==> config.mk <==
export PLATFORM = sky130hd
export DESIGN_NAME = corebus_slicer
export DESIGN_NICKNAME = d
export VERILOG_FILES = /design/src/common/corebus_pkg.sv /design/src/slicer/slicer_stage.sv /design/src/slicer/slicer.sv /design/src/source/request_slicer.sv /design/src/source/response_slicer.sv /design/src/source/corebus_slicer.sv
export SDC_FILE = /design/constraint.sdc
export NUM_CORES = 1
export LEC_CHECK = 0
export ABC_AREA = 1
export CAP_MARGIN = 10
export CORE_MARGIN = 8
export CORE_UTILIZATION = 49
export DETAILED_ROUTE_END_ITERATION = 12
export DONT_BUFFER_PORTS = 1
export GPL_TIMING_DRIVEN = 0
export PLACE_DENSITY_LB_ADDON = 0.05
export SLEW_MARGIN = 20
export SYNTH_ARGS = -nofsm -noshare
export SYNTH_HDL_FRONTEND = slang
export SYNTH_SLANG_ARGS = --single-unit
==> constraint.sdc <==
create_clock -name i_clk -period 3.79 [get_ports i_clk]
set_clock_uncertainty 0.2 [all_clocks]
set_input_delay 0.379 -clock i_clk [delete_from_list [all_inputs] [get_ports i_clk]]
set_output_delay 0.379 -clock i_clk [all_outputs]
set_load 0.01 [all_outputs]
==> src/common/corebus_pkg.sv <==
package corebus_pkg;
  typedef enum logic [0:0] {
    COREBUS_MEMORY_PROFILE   = 1'b0,
    COREBUS_REGISTER_PROFILE = 1'b1
  } corebus_profile_e;

  typedef enum logic [1:0] {
    COREBUS_READ         = 2'b00,
    COREBUS_WRITE        = 2'b01,
    COREBUS_POSTED_WRITE = 2'b10,
    COREBUS_ATOMIC       = 2'b11
  } corebus_command_kind_e;

  typedef enum logic [0:0] {
    COREBUS_READ_RESPONSE = 1'b0,
    COREBUS_WRITE_ACK     = 1'b1
  } corebus_response_kind_e;

  localparam int ID_WIDTH      = 4;
  localparam int ADDRESS_WIDTH = 32;
  localparam int LENGTH_WIDTH  = 8;
  localparam int DATA_WIDTH    = 32;

  // one enable per data byte
  localparam int BYTE_ENABLE_WIDTH = DATA_WIDTH / 8;

  // 2 + 4 + 32 + 8 = 46 bits
  typedef struct packed {
    corebus_command_kind_e    kind;
    logic [ID_WIDTH-1:0]      id;
    logic [ADDRESS_WIDTH-1:0] address;
    logic [LENGTH_WIDTH-1:0]  length;   // burst length
  } corebus_command_t;

  // 32 + 4 + 1 = 37 bits
  typedef struct packed {
    logic [DATA_WIDTH-1:0]        data;
    logic [BYTE_ENABLE_WIDTH-1:0] byte_enable;
    logic                         last;
  } corebus_write_data_t;

  // 1 + 4 + 32 + 1 = 38 bits
  typedef struct packed {
    corebus_response_kind_e kind;
    logic [ID_WIDTH-1:0]    id;
    logic [DATA_WIDTH-1:0]  data;     // read data, don't care on write ack
    logic                   last;
  } corebus_response_t;
endpackage

==> src/slicer/slicer_stage.sv <==
module slicer_stage #(
  parameter type  payload_t      = logic [7:0],
  parameter bit   FULL_BANDWIDTH = 1
)(
  input  var logic      i_clk,
  input  var logic      i_arst_n,
  input  var logic      i_valid,
  output var logic      o_accept,
  input  var payload_t  i_payload,
  output var logic      o_valid,
  input  var logic      i_accept,
  output var payload_t  o_payload
);
  if (FULL_BANDWIDTH) begin : g_full
    // two-entry skid buffer where main always holds the oldest item
    logic [1:0] count;
    payload_t   main_payload;
    payload_t   skid_payload;
    logic       push;
    logic       pop;

    assign push      = i_valid && o_accept;
    assign pop       = o_valid && i_accept;
    assign o_accept  = !count[1];   // count == 2 means full
    assign o_valid   = count != 2'd0;
    assign o_payload = main_payload;

    always_ff @(posedge i_clk or negedge i_arst_n) begin
      if (!i_arst_n) begin
        count <= 2'd0;
      end else if (push && !pop) begin
        count <= count + 2'd1;
      end else if (pop && !push) begin
        count <= count - 2'd1;
      end
    end

    always_ff @(posedge i_clk or negedge i_arst_n) begin
      if (!i_arst_n) begin
        main_payload <= '0;
        skid_payload <= '0;
      end else begin
        case (count)
          2'd0: begin
            if (push) begin
              main_payload <= i_payload;
            end
          end
          2'd1: begin
            if (push && pop) begin
              main_payload <= i_payload;
            end else if (push) begin
              skid_payload <= i_payload;   // main still waiting downstream
            end
          end
          default: begin
            if (pop) begin
              main_payload <= skid_payload;
            end
          end
        endcase
      end
    end
  end else begin : g_half
    // single entry that takes a new item only when empty
    logic     full;
    payload_t payload;

    assign o_accept  = !full;
    assign o_valid   = full;
    assign o_payload = payload;

    always_ff @(posedge i_clk or negedge i_arst_n) begin
      if (!i_arst_n) begin
        full <= 1'b0;
      end else if (i_valid && !full) begin
        full <= 1'b1;
      end else if (full && i_accept) begin
        full <= 1'b0;
      end
    end

    always_ff @(posedge i_clk or negedge i_arst_n) begin
      if (!i_arst_n) begin
        payload <= '0;
      end else if (i_valid && !full) begin
        payload <= i_payload;
      end
    end
  end
endmodule

==> src/slicer/slicer.sv <==
module slicer #(
  parameter type  payload_t      = logic [7:0],
  parameter int   STAGES         = 1,
  parameter bit   FULL_BANDWIDTH = 1
)(
  input  var logic      i_clk,
  input  var logic      i_arst_n,
  input  var logic      i_valid,
  output var logic      o_accept,
  input  var payload_t  i_payload,
  output var logic      o_valid,
  input  var logic      i_accept,
  output var payload_t  o_payload
);
  if (STAGES == 0) begin : g_bypass
    // combinational path, accept follows the far side
    assign o_valid   = i_valid;
    assign o_accept  = i_accept;
    assign o_payload = i_payload;
  end else begin : g_chain
    // index 0 is the upstream side, index STAGES the downstream side
    logic     valid   [STAGES+1];
    logic     accept  [STAGES+1];
    payload_t payload [STAGES+1];

    assign valid[0]       = i_valid;
    assign o_accept       = accept[0];
    assign payload[0]     = i_payload;
    assign o_valid        = valid[STAGES];
    assign accept[STAGES] = i_accept;
    assign o_payload      = payload[STAGES];

    for (genvar i = 0; i < STAGES; ++i) begin : g_stage
      slicer_stage #(
        .payload_t      (payload_t      ),
        .FULL_BANDWIDTH (FULL_BANDWIDTH )
      ) u_stage (
        .i_clk      (i_clk        ),
        .i_arst_n   (i_arst_n     ),
        .i_valid    (valid[i]     ),
        .o_accept   (accept[i]    ),
        .i_payload  (payload[i]   ),
        .o_valid    (valid[i+1]   ),
        .i_accept   (accept[i+1]  ),
        .o_payload  (payload[i+1] )
      );
    end
  end
endmodule

==> src/source/request_slicer.sv <==
module request_slicer #(
  parameter corebus_pkg::corebus_profile_e  PROFILE        = corebus_pkg::COREBUS_MEMORY_PROFILE,
  parameter int                             STAGES         = 1,
  parameter bit                             FULL_BANDWIDTH = 1
)(
  input  var logic                              i_clk,
  input  var logic                              i_arst_n,
  input  var logic                              i_cmd_valid,
  output var logic                              o_cmd_accept,
  input  var corebus_pkg::corebus_command_t     i_cmd,
  output var logic                              o_cmd_valid,
  input  var logic                              i_cmd_accept,
  output var corebus_pkg::corebus_command_t     o_cmd,
  input  var logic                              i_wdata_valid,
  output var logic                              o_wdata_accept,
  input  var corebus_pkg::corebus_write_data_t  i_wdata,
  output var logic                              o_wdata_valid,
  input  var logic                              i_wdata_accept,
  output var corebus_pkg::corebus_write_data_t  o_wdata
);
  // register-access profile has no write data worth slicing
  localparam int WRITE_DATA_STAGES =
    (PROFILE == corebus_pkg::COREBUS_MEMORY_PROFILE) ? STAGES : 0;

  slicer #(
    .payload_t      (corebus_pkg::corebus_command_t ),
    .STAGES         (STAGES                         ),
    .FULL_BANDWIDTH (FULL_BANDWIDTH                 )
  ) u_command_slicer (
    .i_clk      (i_clk        ),
    .i_arst_n   (i_arst_n     ),
    .i_valid    (i_cmd_valid  ),
    .o_accept   (o_cmd_accept ),
    .i_payload  (i_cmd        ),
    .o_valid    (o_cmd_valid  ),
    .i_accept   (i_cmd_accept ),
    .o_payload  (o_cmd        )
  );

  slicer #(
    .payload_t      (corebus_pkg::corebus_write_data_t  ),
    .STAGES         (WRITE_DATA_STAGES                  ),
    .FULL_BANDWIDTH (FULL_BANDWIDTH                     )
  ) u_write_data_slicer (
    .i_clk      (i_clk          ),
    .i_arst_n   (i_arst_n       ),
    .i_valid    (i_wdata_valid  ),
    .o_accept   (o_wdata_accept ),
    .i_payload  (i_wdata        ),
    .o_valid    (o_wdata_valid  ),
    .i_accept   (i_wdata_accept ),
    .o_payload  (o_wdata        )
  );
endmodule

==> src/source/response_slicer.sv <==
module response_slicer #(
  parameter int STAGES         = 1,
  parameter bit FULL_BANDWIDTH = 1
)(
  input  var logic                            i_clk,
  input  var logic                            i_arst_n,
  input  var logic                            i_resp_valid,
  output var logic                            o_resp_accept,
  input  var corebus_pkg::corebus_response_t  i_resp,
  output var logic                            o_resp_valid,
  input  var logic                            i_resp_accept,
  output var corebus_pkg::corebus_response_t  o_resp
);
  // responses are always sliced, whatever the profile
  localparam int RESPONSE_STAGES = STAGES;

  // id and last ride inside the packed response, so they move with the data beat
  slicer #(
    .payload_t      (corebus_pkg::corebus_response_t  ),
    .STAGES         (RESPONSE_STAGES                  ),
    .FULL_BANDWIDTH (FULL_BANDWIDTH                   )
  ) u_response_slicer (
    .i_clk      (i_clk          ),
    .i_arst_n   (i_arst_n       ),
    .i_valid    (i_resp_valid   ),   // slave side
    .o_accept   (o_resp_accept  ),
    .i_payload  (i_resp         ),
    .o_valid    (o_resp_valid   ),   // master side
    .i_accept   (i_resp_accept  ),
    .o_payload  (o_resp         )
  );
endmodule

==> src/source/corebus_slicer.sv <==
module corebus_slicer #(
  parameter corebus_pkg::corebus_profile_e  PROFILE        = corebus_pkg::COREBUS_MEMORY_PROFILE,
  parameter int                             STAGES         = 1,
  parameter bit                             FULL_BANDWIDTH = 1
)(
  input  var logic                              i_clk,
  input  var logic                              i_arst_n,
  input  var logic                              i_m_cmd_valid,
  output var logic                              o_m_cmd_accept,
  input  var corebus_pkg::corebus_command_t     i_m_cmd,
  input  var logic                              i_m_wdata_valid,
  output var logic                              o_m_wdata_accept,
  input  var corebus_pkg::corebus_write_data_t  i_m_wdata,
  output var logic                              o_m_resp_valid,
  input  var logic                              i_m_resp_accept,
  output var corebus_pkg::corebus_response_t    o_m_resp,
  output var logic                              o_s_cmd_valid,
  input  var logic                              i_s_cmd_accept,
  output var corebus_pkg::corebus_command_t     o_s_cmd,
  output var logic                              o_s_wdata_valid,
  input  var logic                              i_s_wdata_accept,
  output var corebus_pkg::corebus_write_data_t  o_s_wdata,
  input  var logic                              i_s_resp_valid,
  output var logic                              o_s_resp_accept,
  input  var corebus_pkg::corebus_response_t    i_s_resp
);
  request_slicer #(
    .PROFILE        (PROFILE        ),
    .STAGES         (STAGES         ),
    .FULL_BANDWIDTH (FULL_BANDWIDTH )
  ) u_request_slicer (
    .i_clk          (i_clk            ),
    .i_arst_n       (i_arst_n         ),
    .i_cmd_valid    (i_m_cmd_valid    ),
    .o_cmd_accept   (o_m_cmd_accept   ),
    .i_cmd          (i_m_cmd          ),
    .o_cmd_valid    (o_s_cmd_valid    ),
    .i_cmd_accept   (i_s_cmd_accept   ),
    .o_cmd          (o_s_cmd          ),
    .i_wdata_valid  (i_m_wdata_valid  ),
    .o_wdata_accept (o_m_wdata_accept ),
    .i_wdata        (i_m_wdata        ),
    .o_wdata_valid  (o_s_wdata_valid  ),
    .i_wdata_accept (i_s_wdata_accept ),
    .o_wdata        (o_s_wdata        )
  );

  // response runs slave to master
  response_slicer #(
    .STAGES         (STAGES         ),
    .FULL_BANDWIDTH (FULL_BANDWIDTH )
  ) u_response_slicer (
    .i_clk          (i_clk            ),
    .i_arst_n       (i_arst_n         ),
    .i_resp_valid   (i_s_resp_valid   ),
    .o_resp_accept  (o_s_resp_accept  ),
    .i_resp         (i_s_resp         ),
    .o_resp_valid   (o_m_resp_valid   ),
    .i_resp_accept  (i_m_resp_accept  ),
    .o_resp         (o_m_resp         )
  );
endmodule

# After elaboration in Yosys (flattened, before gate mapping)
# Cells that the tools add are included.
# totals
elab_cells,103
output_inout_bits,127
in_bits,129
reg_bits,248
# classes
bitwise_logic,3
n_mux,18
n_eq_ne,9
add_sub_neg,6
n_reduce_logical,42
# ops
cell,n
$mux 46,3
$mux 38,3
$mux 37,3
$pmux 46 s2,1
$pmux 38 s2,1
$pmux 37 s2,1
$reduce_and 3->1,6
$logic_and 1x1->1,15
$mux 2,6
$ne 2x1->1 const B,6
$reduce_bool 2->1,6
$logic_not 1->1,9
$reduce_bool 3->1,3
$add 2x1->2 const B,3
$eq 2x1->1 const B,3
$logic_not 2->1,3
$sub 2x1->2 const B,3
$not 1->1,3

# Logic depth before layout (Yosys ltp)
# depth
depth_word,6
mapped_depth,12
ltp_nobuf,11

# By module
# Synthesis repeated with hierarchy kept, for this count alone.
# hier_totals
hier_cells,1247
area_unflattened_um2,11746.3
# by_module_without_submodules
module,n_inst,seq_area_each_um2,cells_per_inst,area_each_um2
slicer_stage at u_request_slicer.u_command_slicer.g_chain.g_stage[0].u_stage,1,2352.3,469,4454.3
slicer_stage at u_response_slicer.u_response_slicer.g_chain.g_stage[0].u_stage,1,1951.9,396,3648.5
slicer_stage at u_request_slicer.u_write_data_slicer.g_chain.g_stage[0].u_stage,1,1901.8,382,3643.5

# Least setup slack after synthesis
# OpenSTA, ideal clock, no wires.
# synth_path
kind,reg-to-reg
startpoint,register u_request_slicer.u_command_slicer.g_chain.g_stage[0].u_stage.g_full.count[1]
endpoint,register u_request_slicer.u_command_slicer.g_chain.g_stage[0].u_stage.g_full.skid_payload[0] in the netlist's numbering
synth_period_minus_slack_ps,2440
path_buffers,3
setup_ps,125
required_time_ps,3465
t_arrival_ps,2116
setup_slack_ps,1350
stages_incl_launch_ff,11
path_cell_list,dfrtp_1 -> inv_1 -> ha_1 -> buf_2 -> clkbuf_1 -> nor2_1 -> inv_1 -> ha_1 -> nand2_2 -> buf_2 -> mux2_2
# synth_between
elab_chain_cells,5
word_cells_on_any_way,8
cone_classes,eq/ne: 1; bitwise: 1; reduce/logical: 6
# synth_rtl
element,line_no,rtl
start: declaration,slicer_stage.sv:16,logic [1:0] count;
start signal: assignment,slicer_stage.sv:32,count <= count + 2'd1;
start signal: assignment,slicer_stage.sv:34,count <= count - 2'd1;
$logic_not 1->1 *,slicer_stage.sv:24,assign o_accept = !count[1];
net o_m_cmd_accept,corebus_slicer.sv:9,"output var logic o_m_cmd_accept,"
$logic_and 1x1->1 *,slicer_stage.sv:22,assign push = i_valid && o_accept;
$logic_and 1x1->1,slicer_stage.sv:50,if (push && pop) begin
$not 1->1 (no line),--,
$reduce_and 3->1 (no line) *,--,
end signal: assignment,slicer_stage.sv:53,skid_payload <= i_payload;
end: declaration,slicer_stage.sv:18,payload_t skid_payload;
# The timed path passes the listed nets; every way through them passes the cells marked *.
# A chain may end at the register's enable or synchronous reset.

# Worst setup path in the final report
# layout_path
startpoint,register u_request_slicer.u_command_slicer.g_chain.g_stage[0].u_stage.g_full.count[1]
endpoint,register u_request_slicer.u_command_slicer.g_chain.g_stage[0].u_stage.g_full.main_payload (netlist bit u_request_slicer.u_command_slicer.g_chain.g_stage[0].u_stage.o_payload[4])
# layout_between
elab_chain_cells,5
word_cells_on_any_way,12
cone_classes,eq/ne: 3; mux: 1; reduce/logical: 8
# layout_rtl
element,line_no,rtl
$logic_not 1->1 *,slicer_stage.sv:24,
net o_m_cmd_accept,corebus_slicer.sv:9,
$logic_and 1x1->1 *,slicer_stage.sv:22,
$logic_and 1x1->1,slicer_stage.sv:50,
$ne 2x1->1 (no line),--,
$reduce_and 3->1 (no line) *,--,
end signal: assignment,slicer_stage.sv:46,main_payload <= i_payload;
end signal: assignment,slicer_stage.sv:51,main_payload <= i_payload;
end signal: assignment,slicer_stage.sv:58,main_payload <= skid_payload;
end: declaration,slicer_stage.sv:17,payload_t main_payload;
# Marks and branches as above.

==> impl_metrics.csv <==
group,metric,value,unit
global_route,grt_pass1_vias,9251,
sta,tns,0,ns
sta,worst_pin_slew,0.6578,ns
setup_path,required,4.04,ns
setup_path,worst_setup_path_end_kind,"register",
logic_synthesis,ys_seq_area_share,52.70,%
final_layout,area_growth,21.66,%
clocking,cts_tree,"done",
drt,viasPerCell,5.045,
floorplanning,die_y,171.0,µm
setup_path,cp_cell_sequence,"inv_1 > ha_1 > buf_2 > clkbuf_1 > nor2_1 > ha_1 > nor2_1 > inv_1 > nand3_2 > buf_2 > nand2_1 > nand2_1",
clocking,cts_buffer_depth,3,
clocking,cts_htree_levels,1,
drt,drc,0,
logic_synthesis,synth.avg_cell_area,8.801,µm²
floorplanning,initial_core_util,50.02,%
setup_path,rrSetupSlack,0.80,ns
final_layout,fin_nets,1630,
status,status,"finished, violations left",
clocking,path_clk_slew,0.06,ns
drt,drt_iter0_drc,741,
global_route,grt_pass1_wl,49020,µm
logic_synthesis,yosysTopAreaCellShare,52.70,%
flow_run,cap_viol_max_count,0,
logic_synthesis,yosysUniqueCellTypes,29,
logic_synthesis,synthTopCellsByArea,"dfrtp_1 53%, nand2_1 17%, o21ai_0 6.7%",
drt,ant_nets,0,
sta,holdWs,-0.6426,ns
final_layout,multi_input_area,0.004791,mm²
global_route,grt-ovfl-total,0,
placed_design,place_congestion,0.8072,
sta,fmax,333.9,MHz
clocking,postCtsResizedCells,0,
clocking,postCtsSetupBuffers,0,
sta,slew_headroom,56.15,%
clocking,ctsRootBufferMaster,"clkbuf_16",
power_and_ir_drop,p_leak,0.007409,µW
global_route,antenna_found_initial,2,
global_route,grtUsageTotal,20.48,%
placed_design,place_hpwl,20550,µm
sta,hold_violations,248,
setup_path,worstSetupStartpointType,"register",
hold_path,min_path_type,"in2async",
placed_design,post-place-ws,0.7809,ns
sta,period_minus_slack,2.995,ns
floorplanning,io_pins,256,
floorplanning,die_w,171.0,µm
sta,setup_viol,0,
clocking,hold_buffers,123,
placed_design,place.port_buffers,0,
status,violations,"negative hold slack",
sta,rsz0062_at_grt,"false",
logic_synthesis,yosys_warnings,0,
sta,slew_viol_final,0,
logic_synthesis,syn_inst,1338,
drt,wl_per_cell,16.62,µm
power_and_ir_drop,ir_drop,0.5253,mV
final_layout,seqCellArea,0.006206,mm²
setup_path,slowest_stage,"dfrtp_1",
logic_synthesis,synth_top_cell_by_area,"dfrtp_1",
global_route,grt_max_degree,249,
power_and_ir_drop,power_density,936.6,mW/mm²
floorplanning,fp.coreArea,0.02354,mm²
setup_path,critPathMaxFanout,10,
clocking,numCtsBuffers,27,
floorplanning,rows,56,
final_layout,drive_gt1_share,13.93,%
sta,postLayoutSetupSlackWorst,0.7950,ns
logic_synthesis,synth-seq-cells,248,
clocking,clk_latency,0.52,ns
setup_path,arrival,3.25,ns
sta,period_share,79.02,%
logic_synthesis,netlist_area,0.01178,mm²
drt,firstDrtPassIters,5,
final_layout,fillCellCount,2134,
setup_path,slowest_delay,0.37,ns
drt,drt-total-wl,30430,µm
floorplanning,fp.dieArea,0.02925,mm²
setup_path,critical_path_class,"reg2reg",
clocking,clock_sinks,248,
logic_synthesis,synth_nets,1478,
drt,vias,9237,
-- per-stage QoR --
step	cells	instance area, µm²	hold slack, ns	power (µW)	utilization (%)
after global placement	1657	12180	-0.1094	10580	51.72
final	1831	14330	-0.6426	13420	60.86
after detailed placement	1657	12180	-0.1094	10680	51.72
after CTS	1827	14320	-0.6643	13550	60.82
after global routing	1829	14320	-0.6698	14580	60.84
after floorplan	1338	11780	-0.1166	9280	-
-- synth_stat cells --
library cell / count
a21oi_1: 1
buf_6: 16
clkbuf_1: 24
nor2_4: 2
buf_1: 1
nand2_4: 1
buf_2: 37
o21ai_1: 2
xnor2_1: 2
nand3_2: 3
mux2_4: 20
dfrtp_1: 248
nand3_4: 1
buf_4: 11
clkbuf_2: 1
inv_1: 60
mux2_2: 64
nand2_1: 535
inv_2: 2
or2_2: 1
nand3_1: 123
ha_1: 11
xor2_1: 3
nor2_2: 3
nor2_1: 4
a21oi_4: 1
o21ai_0: 158
a21oi_2: 1
nand2_2: 2
-- placed cells by master (no fill, tap or decap), types with 2 or more instances in the layout --
master / synthesis / final
nand2_1: 535 / 535
dfrtp_1: 248 / 248
o21ai_0: 158 / 158
nand3_1: 123 / 123
dlygate4sd3_1: 0 / 123
mux2_2: 64 / 64
inv_1: 60 / 60
buf_2: 37 / 37
clkbuf_1: 24 / 27
clkbuf_16: 0 / 27
mux2_4: 20 / 20
buf_6: 16 / 16
buf_4: 11 / 11
ha_1: 11 / 11
clkbuf_8: 0 / 7
clkinv_2: 0 / 6
diode_2: 0 / 4
nor2_1: 4 / 4
nor2_2: 3 / 3
nand3_2: 3 / 3
xor2_1: 3 / 3
bufinv_16: 0 / 3
inv_2: 2 / 2
nand2_2: 2 / 2
xnor2_1: 2 / 2
o21ai_1: 2 / 2
nor2_4: 2 / 2
-- power breakdown --
| part | switching, µW | internal [µW] | leakage, µW |
|---|---|---|---|
| Sequential | 1090 | 3940 | 0.00308 |
| Combinational | 3380 | 2330 | 0.00388 |
| Clock | 1040 | 1640 | 0.000453 |
-- area by class of cell --
type / count / area share, %
Sequential cell: 248 / 43.31
Multi-Input combinational cell: 938 / 33.44
Timing Repair Buffer: 123 / 8.593
Clock buffer: 37 / 5.467
Buffer: 90 / 3.816
Tap cell: 319 / 2.786
Inverter: 62 / 1.624
Clock inverter: 10 / 0.8907
Antenna cell: 4 / 0.06986
-- worst max-delay path: cells and delay by family, from the launching register on --
kind          cells  cell delay [ns]
flops             1             0.37
buf+inv           5             1.14
simple gates      5             0.67
fa+ha+maj         2             0.55
-- logic make-up after synthesis --
group                    synth area share [%]
adder cells (fa/ha/maj)                 1.169
AND/OR/NAND/NOR                         23.42
XOR/XNOR                               0.3719
buffers and inverters                   6.619
AO/OA/AOI/OAI                           7.055
flip-flops                              52.70
multiplexers                            8.670
-- routing by layer --
metal  up-vias  GRT usage, %  share of wire, %
li1       4607             -                 -
met1      4327         26.88                43
met2       263         32.85                46
met3        40         6.200               8.9
met4         0         4.764               1.7
met5         -             0                 0
-- final timing paths --
| kind | from | end | depth (start not counted) |
|---|---|---|---|
| worst min-delay path | i_arst_n | asynchronous set/reset pin | 0 |
| worst min register to register | register | register | 2 |
| worst max register to register | register | register | 12 |
| min in group i_clk | i_s_wdata_accept | register | 4 |
| worst max-delay path | register | register | 12 |
| max in group asynchronous | i_arst_n | asynchronous set/reset pin | 0 |
(Power assumes the default switching activity.)
